### src/hdl/uart_defs.svh
// ------------------------------
// UART peripheral definitions
// FIFO depth, register map, CR/SR bit fields
// ------------------------------
`ifndef UART_DEFS_SVH
`define UART_DEFS_SVH

`define UART_FIFO_DEPTH 4

`define UART_ADDR_DR  32'h0000_0000
`define UART_ADDR_CR  32'h0000_0004
`define UART_ADDR_SR  32'h0000_0008
`define UART_ADDR_BRR 32'h0000_000C
`define UART_ADDR_IER 32'h0000_0010

// Control register fields
`define UART_CR_PE    0
`define UART_CR_TXE   1
`define UART_CR_RXE   2
`define UART_CR_PEN   3
`define UART_CR_ODD   4
`define UART_CR_STOP2 5

// Status fields, IER uses the same positions
`define UART_SR_TBE  0
`define UART_SR_RBF  1
`define UART_SR_PERR 2
`define UART_SR_OVR  3

`define UART_BRR_RESET 16'd16

`endif

### src/hdl/uart_pkg.sv
// ------------------------------
// UART peripheral types
// FIFO payloads and parity mode
// ------------------------------
`default_nettype none

package uart_pkg;

    // One data byte, TX FIFO payload
    typedef logic [7:0] uart_byte_t;

    // Received byte with its parity check result
    typedef struct packed {
        logic       perr;
        uart_byte_t data;
    } uart_rx_frame_t;

    typedef enum logic [1:0] {
        UART_PARITY_NONE,
        UART_PARITY_EVEN,
        UART_PARITY_ODD
    } uart_parity_e;

endpackage

`default_nettype wire

### src/hdl/uart_fifo.sv
// ------------------------------
// UART FIFO stage
// Circular buffer, one credit pulse per pop
// ------------------------------
`timescale 1ns/1ps
`default_nettype none
`include "uart_defs.svh"

module uart_fifo #(
    parameter type         payload_t = logic [7:0],
    parameter int unsigned DEPTH     = `UART_FIFO_DEPTH
) (
    input  logic     seq,
    input  logic     rst_n,
    input  logic     in_valid,
    input  payload_t in_data,
    input  logic     out_pop,
    output logic     credit,
    output logic     out_valid,
    output payload_t out_data
);

    localparam int unsigned PW = (DEPTH > 1) ? $clog2(DEPTH) : 1;
    localparam int unsigned CW = $clog2(DEPTH + 1);

    payload_t        mem [DEPTH];
    logic [PW-1:0]   wr_ptr;
    logic [PW-1:0]   rd_ptr;
    logic [CW-1:0]   count;

    assign out_valid = (count != '0);
    assign out_data  = mem[rd_ptr];

    always_ff @(posedge seq) begin
        if (in_valid) mem[wr_ptr] <= in_data; // Sender holds a credit
    end

    always_ff @(posedge seq or negedge rst_n) begin
        if (!rst_n) begin
            wr_ptr <= '0;
            rd_ptr <= '0;
            count  <= '0;
            credit <= 1'b0;
        end else begin
            credit <= out_pop;
            if (in_valid)
                wr_ptr <= (wr_ptr == PW'(DEPTH - 1)) ? '0 : wr_ptr + 1'b1;
            if (out_pop)
                rd_ptr <= (rd_ptr == PW'(DEPTH - 1)) ? '0 : rd_ptr + 1'b1;
            if (in_valid && !out_pop)
                count <= count + 1'b1;
            else if (out_pop && !in_valid)
                count <= count - 1'b1;
        end
    end

endmodule

`default_nettype wire

### src/hdl/uart_tx.sv
// ------------------------------
// UART serializer
// Pops TX FIFO, shifts frames out LSB first
// ------------------------------
`timescale 1ns/1ps
`default_nettype none

module uart_tx import uart_pkg::*; (
    input  logic         seq,
    input  logic         rst_n,
    input  logic         enable,
    input  logic [15:0]  brr,
    input  uart_parity_e parity,
    input  logic         stop2,
    input  logic         out_valid,
    input  uart_byte_t   out_data,
    output logic         out_pop,
    output logic         tx
);

    typedef enum logic [2:0] {IDLE, START, DATA, PARITY, STOP} state_e;

    state_e     state;
    logic [15:0] baud_cnt;
    logic [2:0]  bit_cnt;
    uart_byte_t  shift;
    logic        par_bit;
    logic        bit_end;

    assign bit_end = (baud_cnt == brr - 16'd1);
    assign out_pop = (state == IDLE) && enable && out_valid;

    always_ff @(posedge seq or negedge rst_n) begin
        if (!rst_n) begin
            state    <= IDLE;
            baud_cnt <= '0;
            bit_cnt  <= '0;
            tx       <= 1'b1; // Line idles high
        end else if (state == IDLE) begin
            baud_cnt <= '0;
            if (out_pop) begin
                state <= START;
                tx    <= 1'b0;
            end
        end else if (!bit_end) begin
            baud_cnt <= baud_cnt + 16'd1;
        end else begin
            baud_cnt <= '0;
            case (state)
                START: begin
                    state   <= DATA;
                    bit_cnt <= '0;
                    tx      <= shift[0];
                end
                DATA: begin
                    bit_cnt <= bit_cnt + 3'd1;
                    tx      <= shift[1];
                    if (bit_cnt == 3'd7) begin
                        bit_cnt <= '0;
                        state   <= (parity == UART_PARITY_NONE) ? STOP : PARITY;
                        tx      <= (parity == UART_PARITY_NONE) ? 1'b1 : par_bit;
                    end
                end
                PARITY: begin
                    state <= STOP;
                    tx    <= 1'b1;
                end
                default: begin
                    if (stop2 && bit_cnt == 3'd0) bit_cnt <= 3'd1; // Second stop bit
                    else state <= IDLE;
                end
            endcase
        end
    end

    // Payload, loaded on pop
    always_ff @(posedge seq) begin
        if (out_pop) begin
            shift   <= out_data;
            par_bit <= ^out_data ^ (parity == UART_PARITY_ODD);
        end else if (state == DATA && bit_end) begin
            shift <= shift >> 1;
        end
    end

endmodule

`default_nettype wire

### src/hdl/uart_rx.sv
// ------------------------------
// UART deserializer
// Mid-bit sampling, parity check, RX credits
// ------------------------------
`timescale 1ns/1ps
`default_nettype none
`include "uart_defs.svh"

module uart_rx import uart_pkg::*; (
    input  logic           seq,
    input  logic           rst_n,
    input  logic           enable,
    input  logic [15:0]    brr,
    input  uart_parity_e   parity,
    input  logic           credit,
    input  logic           rx,
    output logic           in_valid,
    output uart_rx_frame_t in_data,
    output logic           overrun
);

    localparam int unsigned CW = $clog2(`UART_FIFO_DEPTH + 1);
    localparam logic [CW-1:0] FULL_CREDIT = CW'(`UART_FIFO_DEPTH);

    typedef enum logic [2:0] {IDLE, START, DATA, PARITY, STOP} state_e;

    state_e      state;
    logic        rx_meta;
    logic        rx_sync;
    logic        rx_prev;
    logic [15:0] baud_cnt;
    logic [2:0]  bit_cnt;
    uart_byte_t  shift;
    logic        par_acc;
    logic        perr;
    logic [CW-1:0] credits;
    logic        half_end;
    logic        bit_end;
    logic        frame_done;

    assign half_end   = (baud_cnt == {1'b0, brr[15:1]} - 16'd1);
    assign bit_end    = (baud_cnt == brr - 16'd1);
    assign frame_done = (state == STOP) && bit_end;

    // Two-flop synchronizer plus edge history
    always_ff @(posedge seq or negedge rst_n) begin
        if (!rst_n) begin
            rx_meta <= 1'b1;
            rx_sync <= 1'b1;
            rx_prev <= 1'b1;
        end else begin
            rx_meta <= rx;
            rx_sync <= rx_meta;
            rx_prev <= rx_sync;
        end
    end

    always_ff @(posedge seq or negedge rst_n) begin
        if (!rst_n) begin
            state    <= IDLE;
            baud_cnt <= '0;
            bit_cnt  <= '0;
        end else if (!enable) begin
            state <= IDLE;
        end else if (state == IDLE) begin
            baud_cnt <= '0;
            if (rx_prev && !rx_sync) state <= START; // Falling edge
        end else if (state == START) begin
            baud_cnt <= baud_cnt + 16'd1;
            if (half_end) begin
                baud_cnt <= '0;
                bit_cnt  <= '0;
                state    <= rx_sync ? IDLE : DATA; // Glitch rejected
            end
        end else if (!bit_end) begin
            baud_cnt <= baud_cnt + 16'd1;
        end else begin
            baud_cnt <= '0;
            case (state)
                DATA: begin
                    bit_cnt <= bit_cnt + 3'd1;
                    if (bit_cnt == 3'd7)
                        state <= (parity == UART_PARITY_NONE) ? STOP : PARITY;
                end
                PARITY:  state <= STOP;
                default: state <= IDLE; // Middle of first stop bit
            endcase
        end
    end

    always_ff @(posedge seq) begin
        if (state == START) begin
            par_acc <= 1'b0;
            perr    <= 1'b0;
        end else if (state == DATA && bit_end) begin
            shift   <= {rx_sync, shift[7:1]};
            par_acc <= par_acc ^ rx_sync;
        end else if (state == PARITY && bit_end) begin
            perr <= rx_sync ^ par_acc ^ (parity == UART_PARITY_ODD);
        end
        if (frame_done) in_data <= '{perr: perr, data: shift};
    end

    // Push with a credit, otherwise drop and flag
    always_ff @(posedge seq or negedge rst_n) begin
        if (!rst_n) begin
            in_valid <= 1'b0;
            overrun  <= 1'b0;
            credits  <= FULL_CREDIT;
        end else begin
            in_valid <= frame_done && (credits != '0);
            overrun  <= frame_done && (credits == '0);
            if (in_valid && !credit) credits <= credits - 1'b1;
            else if (credit && !in_valid) credits <= credits + 1'b1;
        end
    end

endmodule

`default_nettype wire

### src/hdl/uart_regs.sv
// ------------------------------
// UART register block
// APB decode, TX credits, status and irq
// ------------------------------
`timescale 1ns/1ps
`default_nettype none
`include "uart_defs.svh"

module uart_regs import uart_pkg::*; (
    input  logic           seq,
    input  logic           rst_n,
    input  logic [31:0]    paddr,
    input  logic           psel,
    input  logic           penable,
    input  logic           pwrite,
    input  logic [31:0]    pwdata,
    output logic [31:0]    prdata,
    output logic           pslverr,
    output logic           irq,
    output logic           tx_enable,
    output logic           rx_enable,
    output uart_parity_e   parity,
    output logic           stop2,
    output logic [15:0]    brr,
    input  logic           tx_credit,
    output logic           tx_valid,
    output uart_byte_t     tx_data,
    input  logic           rx_valid,
    input  uart_rx_frame_t rx_data,
    output logic           rx_pop,
    input  logic           rx_overrun
);

    localparam int unsigned CW = $clog2(`UART_FIFO_DEPTH + 1);
    localparam logic [CW-1:0] FULL_CREDIT = CW'(`UART_FIFO_DEPTH);

    logic [5:0]    cr;
    logic [3:0]    ier;
    logic [3:0]    sr;
    logic          ovr;
    logic [CW-1:0] tx_credits;
    logic          access;
    logic          wr;
    logic          rd;
    logic          dr_sel;
    logic          pe;

    assign access = psel && penable;
    assign wr     = access && pwrite;
    assign rd     = access && !pwrite;
    assign dr_sel = (paddr == `UART_ADDR_DR);
    assign pe     = cr[`UART_CR_PE];

    assign pslverr  = access && dr_sel && !pe; // DR locked while disabled
    assign tx_valid = wr && dr_sel && pe && (tx_credits != '0);
    assign tx_data  = pwdata[7:0];
    assign rx_pop   = rd && dr_sel && pe && rx_valid;

    assign tx_enable = pe && cr[`UART_CR_TXE];
    assign rx_enable = pe && cr[`UART_CR_RXE];
    assign stop2     = cr[`UART_CR_STOP2];
    assign parity    = !cr[`UART_CR_PEN] ? UART_PARITY_NONE :
                       cr[`UART_CR_ODD]  ? UART_PARITY_ODD  : UART_PARITY_EVEN;

    always_comb begin
        sr                = '0;
        sr[`UART_SR_TBE]  = (tx_credits != '0);
        sr[`UART_SR_RBF]  = rx_valid;
        sr[`UART_SR_PERR] = rx_valid && rx_data.perr; // Head entry only
        sr[`UART_SR_OVR]  = ovr;
    end

    assign irq = |(sr & ier);

    always_comb begin
        case (paddr)
            `UART_ADDR_DR:  prdata = rx_pop ? {24'd0, rx_data.data} : '0;
            `UART_ADDR_CR:  prdata = {26'd0, cr};
            `UART_ADDR_SR:  prdata = {28'd0, sr};
            `UART_ADDR_BRR: prdata = {16'd0, brr};
            `UART_ADDR_IER: prdata = {28'd0, ier};
            default:        prdata = '0;
        endcase
    end

    always_ff @(posedge seq or negedge rst_n) begin
        if (!rst_n) begin
            cr  <= '0;
            ier <= '0;
            brr <= `UART_BRR_RESET;
            ovr <= 1'b0;
        end else begin
            if (wr && paddr == `UART_ADDR_CR)  cr  <= pwdata[5:0];
            if (wr && paddr == `UART_ADDR_BRR) brr <= pwdata[15:0];
            if (wr && paddr == `UART_ADDR_IER) ier <= pwdata[3:0];
            if (rx_overrun)
                ovr <= 1'b1; // New overrun wins over the clearing read
            else if (rd && paddr == `UART_ADDR_SR)
                ovr <= 1'b0;
        end
    end

    // Credits into the TX FIFO
    always_ff @(posedge seq or negedge rst_n) begin
        if (!rst_n)
            tx_credits <= FULL_CREDIT;
        else if (tx_valid && !tx_credit)
            tx_credits <= tx_credits - 1'b1;
        else if (tx_credit && !tx_valid)
            tx_credits <= tx_credits + 1'b1;
    end

endmodule

`default_nettype wire

### src/hdl/uart_periph.sv
// ------------------------------
// UART peripheral top
// APB registers, FIFOs, TX and RX stages
// ------------------------------
`timescale 1ns/1ps
`default_nettype none

module uart_periph import uart_pkg::*; (
    input  logic        seq,
    input  logic        rst_n,
    input  logic [31:0] paddr,
    input  logic        psel,
    input  logic        penable,
    input  logic        pwrite,
    input  logic [31:0] pwdata,
    output logic [31:0] prdata,
    output logic        pslverr,
    output logic        irq,
    output logic        tx,
    input  logic        rx
);

    logic           tx_enable;
    logic           rx_enable;
    uart_parity_e   parity;
    logic           stop2;
    logic [15:0]    brr;

    // TX path
    logic           tx_in_valid;
    uart_byte_t     tx_in_data;
    logic           tx_credit;
    logic           tx_out_valid;
    uart_byte_t     tx_out_data;
    logic           tx_pop;

    // RX path
    logic           rx_in_valid;
    uart_rx_frame_t rx_in_data;
    logic           rx_credit;
    logic           rx_out_valid;
    uart_rx_frame_t rx_out_data;
    logic           rx_pop;
    logic           rx_overrun;

    uart_regs i_uart_regs (
        .seq        (seq),
        .rst_n      (rst_n),
        .paddr      (paddr),
        .psel       (psel),
        .penable    (penable),
        .pwrite     (pwrite),
        .pwdata     (pwdata),
        .prdata     (prdata),
        .pslverr    (pslverr),
        .irq        (irq),
        .tx_enable  (tx_enable),
        .rx_enable  (rx_enable),
        .parity     (parity),
        .stop2      (stop2),
        .brr        (brr),
        .tx_credit  (tx_credit),
        .tx_valid   (tx_in_valid),
        .tx_data    (tx_in_data),
        .rx_valid   (rx_out_valid),
        .rx_data    (rx_out_data),
        .rx_pop     (rx_pop),
        .rx_overrun (rx_overrun)
    );

    uart_fifo #(.payload_t(uart_byte_t)) i_tx_fifo (
        .seq       (seq),
        .rst_n     (rst_n),
        .in_valid  (tx_in_valid),
        .in_data   (tx_in_data),
        .out_pop   (tx_pop),
        .credit    (tx_credit),
        .out_valid (tx_out_valid),
        .out_data  (tx_out_data)
    );

    uart_tx i_uart_tx (
        .seq       (seq),
        .rst_n     (rst_n),
        .enable    (tx_enable),
        .brr       (brr),
        .parity    (parity),
        .stop2     (stop2),
        .out_valid (tx_out_valid),
        .out_data  (tx_out_data),
        .out_pop   (tx_pop),
        .tx        (tx)
    );

    uart_rx i_uart_rx (
        .seq      (seq),
        .rst_n    (rst_n),
        .enable   (rx_enable),
        .brr      (brr),
        .parity   (parity),
        .credit   (rx_credit),
        .rx       (rx),
        .in_valid (rx_in_valid),
        .in_data  (rx_in_data),
        .overrun  (rx_overrun)
    );

    uart_fifo #(.payload_t(uart_rx_frame_t)) i_rx_fifo (
        .seq       (seq),
        .rst_n     (rst_n),
        .in_valid  (rx_in_valid),
        .in_data   (rx_in_data),
        .out_pop   (rx_pop),
        .credit    (rx_credit),
        .out_valid (rx_out_valid),
        .out_data  (rx_out_data)
    );

endmodule

`default_nettype wire

### config.mk
export PLATFORM = sky130hd
export DESIGN_NAME = uart_periph
export DESIGN_NICKNAME = d
export VERILOG_FILES = /design/src/hdl/uart_pkg.sv /design/src/hdl/uart_fifo.sv /design/src/hdl/uart_tx.sv /design/src/hdl/uart_rx.sv /design/src/hdl/uart_regs.sv /design/src/hdl/uart_periph.sv
export VERILOG_INCLUDE_DIRS = /design/src /design/src/hdl
export SDC_FILE = /design/constraint.sdc
export NUM_CORES = 1
export LEC_CHECK = 0
export ABC_AREA = 0
export ABC_CLOCK_PERIOD_IN_PS = 6800
export BUFFER_PORTS_ARGS = -buffer_cell sky130_fd_sc_hd__buf_4
export CAP_MARGIN = 20
export CORE_ASPECT_RATIO = 1.2
export CORE_MARGIN = 4
export CORE_UTILIZATION = 34
export CTS_BUF_LIST = sky130_fd_sc_hd__clkbuf_8
export DETAILED_ROUTE_END_ITERATION = 6
export MAX_ROUTING_LAYER = met4
export PLACE_DENSITY = 0.59
export SYNTH_ARGS = -nofsm -noshare
export SYNTH_HDL_FRONTEND = slang
export SYNTH_SLANG_ARGS = --single-unit
### constraint.sdc
create_clock -name seq -period 6.8 [get_ports seq]
set_input_delay 0.34 -clock seq [delete_from_list [all_inputs] [get_ports seq]]
set_output_delay 0.34 -clock seq [all_outputs]
set_load 0.03 [all_outputs]
==> impl_summary.md <==
Die
The width of the chip is 170 um. The floorplan step defined a core boundary enclosing between 0.03 and 0.04 mm^2. The floorplan step set the die height to around 200 um. The die covers about 0.035 mm^2. Pin placement for this block handled around 110 I/O pins. The total number of placement rows is between 70 and 80. The starting density of the core is between 30% and 40%.

Layout
The number of nets in the finished design is around 1,100. The multi-input gate area in the final layout is 0.00497 mm^2. The non-filler instance count after layout is roughly 1,400. The share of final-layout standard cells stronger than drive strength 1 is a little over a fifth.

The number of filler instances in the final layout is slightly above 3,000. The post-synthesis to final-layout area growth is 11.2%. The repair_antennas step left the layout with diodes totalling 0. The area of all sequential standard cells is 0.00535 mm^2.

Cells fill around two fifths of the core in the end.

Timing
The worst path uses between 60 and 70% of the clock period. The count of final max-slew check failures is 0. The number of failing hold endpoints at the final stage is 0. The final critical delay including setup and external delays is 4.13 ns. The worst slew margin relative to its limit is a little under 40%. The final setup TNS is 0 ns. Clock skew on the completed layout was measured at 0.0196 ns.

The worst hold slack is 0.0951 ns. The upper clock frequency limit is between 0.2 and 0.25 GHz. The transition at the pin with the smallest max-transition slack is 0.904 ns. Setup repair after global routing left no endpoint under its margin. The number of setup violations in the final report is 0.

Critical path
At the worst endpoint, the arrival time is roughly 4.5 ns. The count of buffering cells on the critical path with inverters included is 1. Among cell families on the critical path, the largest total delay comes from simple AND/OR/NAND/NOR gates. The delay of the slowest cell on the worst path is around 0.63 ns. The worst-path cell with the longest stage delay is or4_1. The critical path is of the flop to flop type.

STA puts the critical path data required time at around 7.2 ns. The worst setup path is captured at a flop. The kind of start point of the critical path is a flop.

The signal on the critical path passes through inv_1 -> ha_1 -> nor3b_2 -> a22oi_1 -> a2111o_1 -> or4_1 -> or4_1 -> a22oi_4 -> nor2_4 -> mux2_2. The top fanout value on the critical path is 16. The critical path's most frequent cell is or4_1.

Placement
After detailed placement, the design holds a cell count of around 1,300. The number of buffers added on ports is 72. The congestion estimate from routability-driven global placement came to around 0.83. The half-perimeter wire length after placement is 17,300 um.

Global route
The pin count of the biggest net entering global routing is 61. After global routing the overflow that remains totals 0. Global routing used about 14% of the available tracks.

The via count of the first global-routing pass came to a little over 7,000. The first-pass GRT wire length is 38,500 um. The number of antenna violations at the first check in global routing is 0.

Synthesis
The synthesized netlist contains 84 unique library cells. The flop and latch count out of synthesis is 195. Counting flops with a built-in enable in the synthesized netlist gives 94.

Ranked by total cell area, the synthesized netlist is headed by edfxtp_1, dfrtp_1, xnor2_1. For this run, the leading register cell type out of synthesis is edfxtp_1. The biggest area consumer among synthesized cells is edfxtp_1. Yosys printed 0 warnings.

After technology mapping, the gate count stands at roughly 920. After synthesis, the largest area contributor takes up between 20% and 30% of total cell area. Dividing the synthesized area by the synthesized cell count gives about 12 um^2. The synthesized cell area is roughly 0.011 mm^2. For this run, asynchronously set or reset flops after synthesis account for 50.8%. For this run, the register share of the synthesized area comes to between 40% and 50%.

Drt
In the routed layout, each cell is associated on average with a via count of 5.10. The antenna violation net count after detailed routing is 0. The number of iterations in the first detailed-routing pass is 4. Dividing the detail-routed wire length by the instance count gives 17.2 um. After detailed routing, the number of remaining DRC violations is 0. The vias after detailed routing is 7,057.

The first routing iteration left 400 violations. After detailed routing, the total wire length is approximately 24,000 um.

Clock network
In this run the post-CTS setup repair buffer count came out at 0. For the worst-skew pair, the clock arrives at the later sink with an insertion delay of about 0.47 ns. The clock buffer count from CTS is 17. The clock passes through at most 2 buffers. The CTS tree is built. The total number of H-tree levels is 4. The clock transition at the registers of the reported paths is approximately 0.11 ns.

The number of clock sinks is between 150 and 200. The buffer type at the clock tree root is clkbuf_8. Gates resized during post-CTS repair numbered 0.

Pwr
The power density normalized to cell area is 171 mW/mm^2. The leakage component of the power is 0.00474 uW. The worst supply voltage drop on vdd is approximately 0.096 mV.

The design draws around 2000 uW.

Run status
The flow ran to the end, and the final reports show no timing, DRC or antenna violations.

Flow run
Max-cap violations in this run came to 0.

Hold path
In this run the worst hold path is classified as input port to flop.
[cell usage after synthesis, drive strengths merged (5+ instances only)]
library cell and n:
nor2b 13, dfrtp 92, inv 31, edfxtp 94
and3 22, a22oi 5, nor3b 6, nand4 12
and2 20, dfstp 7, a22o 16, nor2 61
mux2 42, buf 34, nand2 51, xor2 36
a21oi 10, nor4 24, mux2i 11, nor3 20
or3 7, mux4 17, xnor2 68, o21ai 38
or4 9, nand3 38, clkbuf 32, ha 24
[per-stage QoR]
| step | setup WS, ns | instance area (um^2) |
|---|---|---|
| 6_report | 2.67 | 12000 |
| 5_1_grt | 2.44 | 12000 |
| 4_1_cts | 2.64 | 11900 |
| 3_5_place_dp | 2.59 | 11500 |
| 3_3_place_gp | 2.61 | 11500 |
| 2_1_floorplan | 3.36 | 10800 |
[layout make-up]
class	count	share of cell area (%)
sequential	195	44.7
multi-input combinational	644	41.6
timing repair buffer	81	5.14
tap	401	4.20
clock buffer	17	1.96
clock inverter	15	1.42
inverter	31	0.973
[registers in the layout, indices dropped and copies added (netlist names), 4 cells and up]
register	count
i_uart_tx.baud_cnt	16
i_uart_regs.ier	4
i_uart_regs.cr	6
i_uart_rx.shift	8
i_tx_fifo.mem	32
i_uart_rx.baud_cnt	16
i_uart_regs.brr	16
i_uart_rx.in_data	9
i_uart_tx.shift	8
i_rx_fifo.mem	36
[cell usage in the layout (no fill, tap or decap), types with 31 or more instances in the layout]
cell | netlist | layout
mux2_2 | 42 | 42
edfxtp_1 | 94 | 94
buf_4 | 19 | 76
nand3_1 | 38 | 38
xor2_1 | 36 | 36
o21ai_0 | 37 | 37
xnor2_1 | 68 | 68
nand2_1 | 51 | 51
nor2_1 | 59 | 59
inv_1 | 30 | 31
dfrtp_1 | 92 | 92
[report_power, final]
group          internal [uW]  total, uW  switching [uW]
registers               1230       1230           0.709
clock network            277        748             471
logic                   22.4       58.5            36.1
total                   1530       2040             507
[metal layers]
layer	wire length (um)	track usage, %
met5	0	-
met1	10300	17.6
met3	474	2.12
met2	12600	24.6
met4	473	4.59
[path summary, 6_finish.rpt]
| check | to | cells after the start | start | slack [ns] |
|---|---|---|---|---|
| max | i_uart_rx.baud_cnt[0] | 10 | i_uart_regs.brr[0] | 2.67 |
| min | i_tx_fifo.mem[0][6] | 1 | pwdata[6] | 0.1 |
| max reg2reg | i_uart_rx.baud_cnt[0] | 10 | i_uart_regs.brr[0] | 2.67 |
| min reg2reg | i_uart_rx.rx_sync | 0 | i_uart_rx.rx_meta | 0.36 |
| max in group asynchronous | i_rx_fifo.count[1] | 3 | rst_n | 5.19 |
| min in group asynchronous | i_uart_regs.brr[15] | 2 | rst_n | 0.41 |
[cell families after synthesis]
family	count (synthesis)	synth area share (%)
AND/OR/NAND/NOR	308	15.5
adder cells (fa/ha/maj)	28	3.54
buffers and inverters	98	4.66
other	1	0.0349
AO/OA/AOI/OAI	113	7.97
flip-flops	195	49.8
XOR/XNOR	109	9.56
multiplexers	70	8.99
[repair_timing]
item / in CTS / in global routing
hold buffers: 2 / 0
setup endpoints to repair: 0 / 0
endpoints found under the hold margin: 36 / 0
Note: power is estimated with default switching activity, not from simulation.
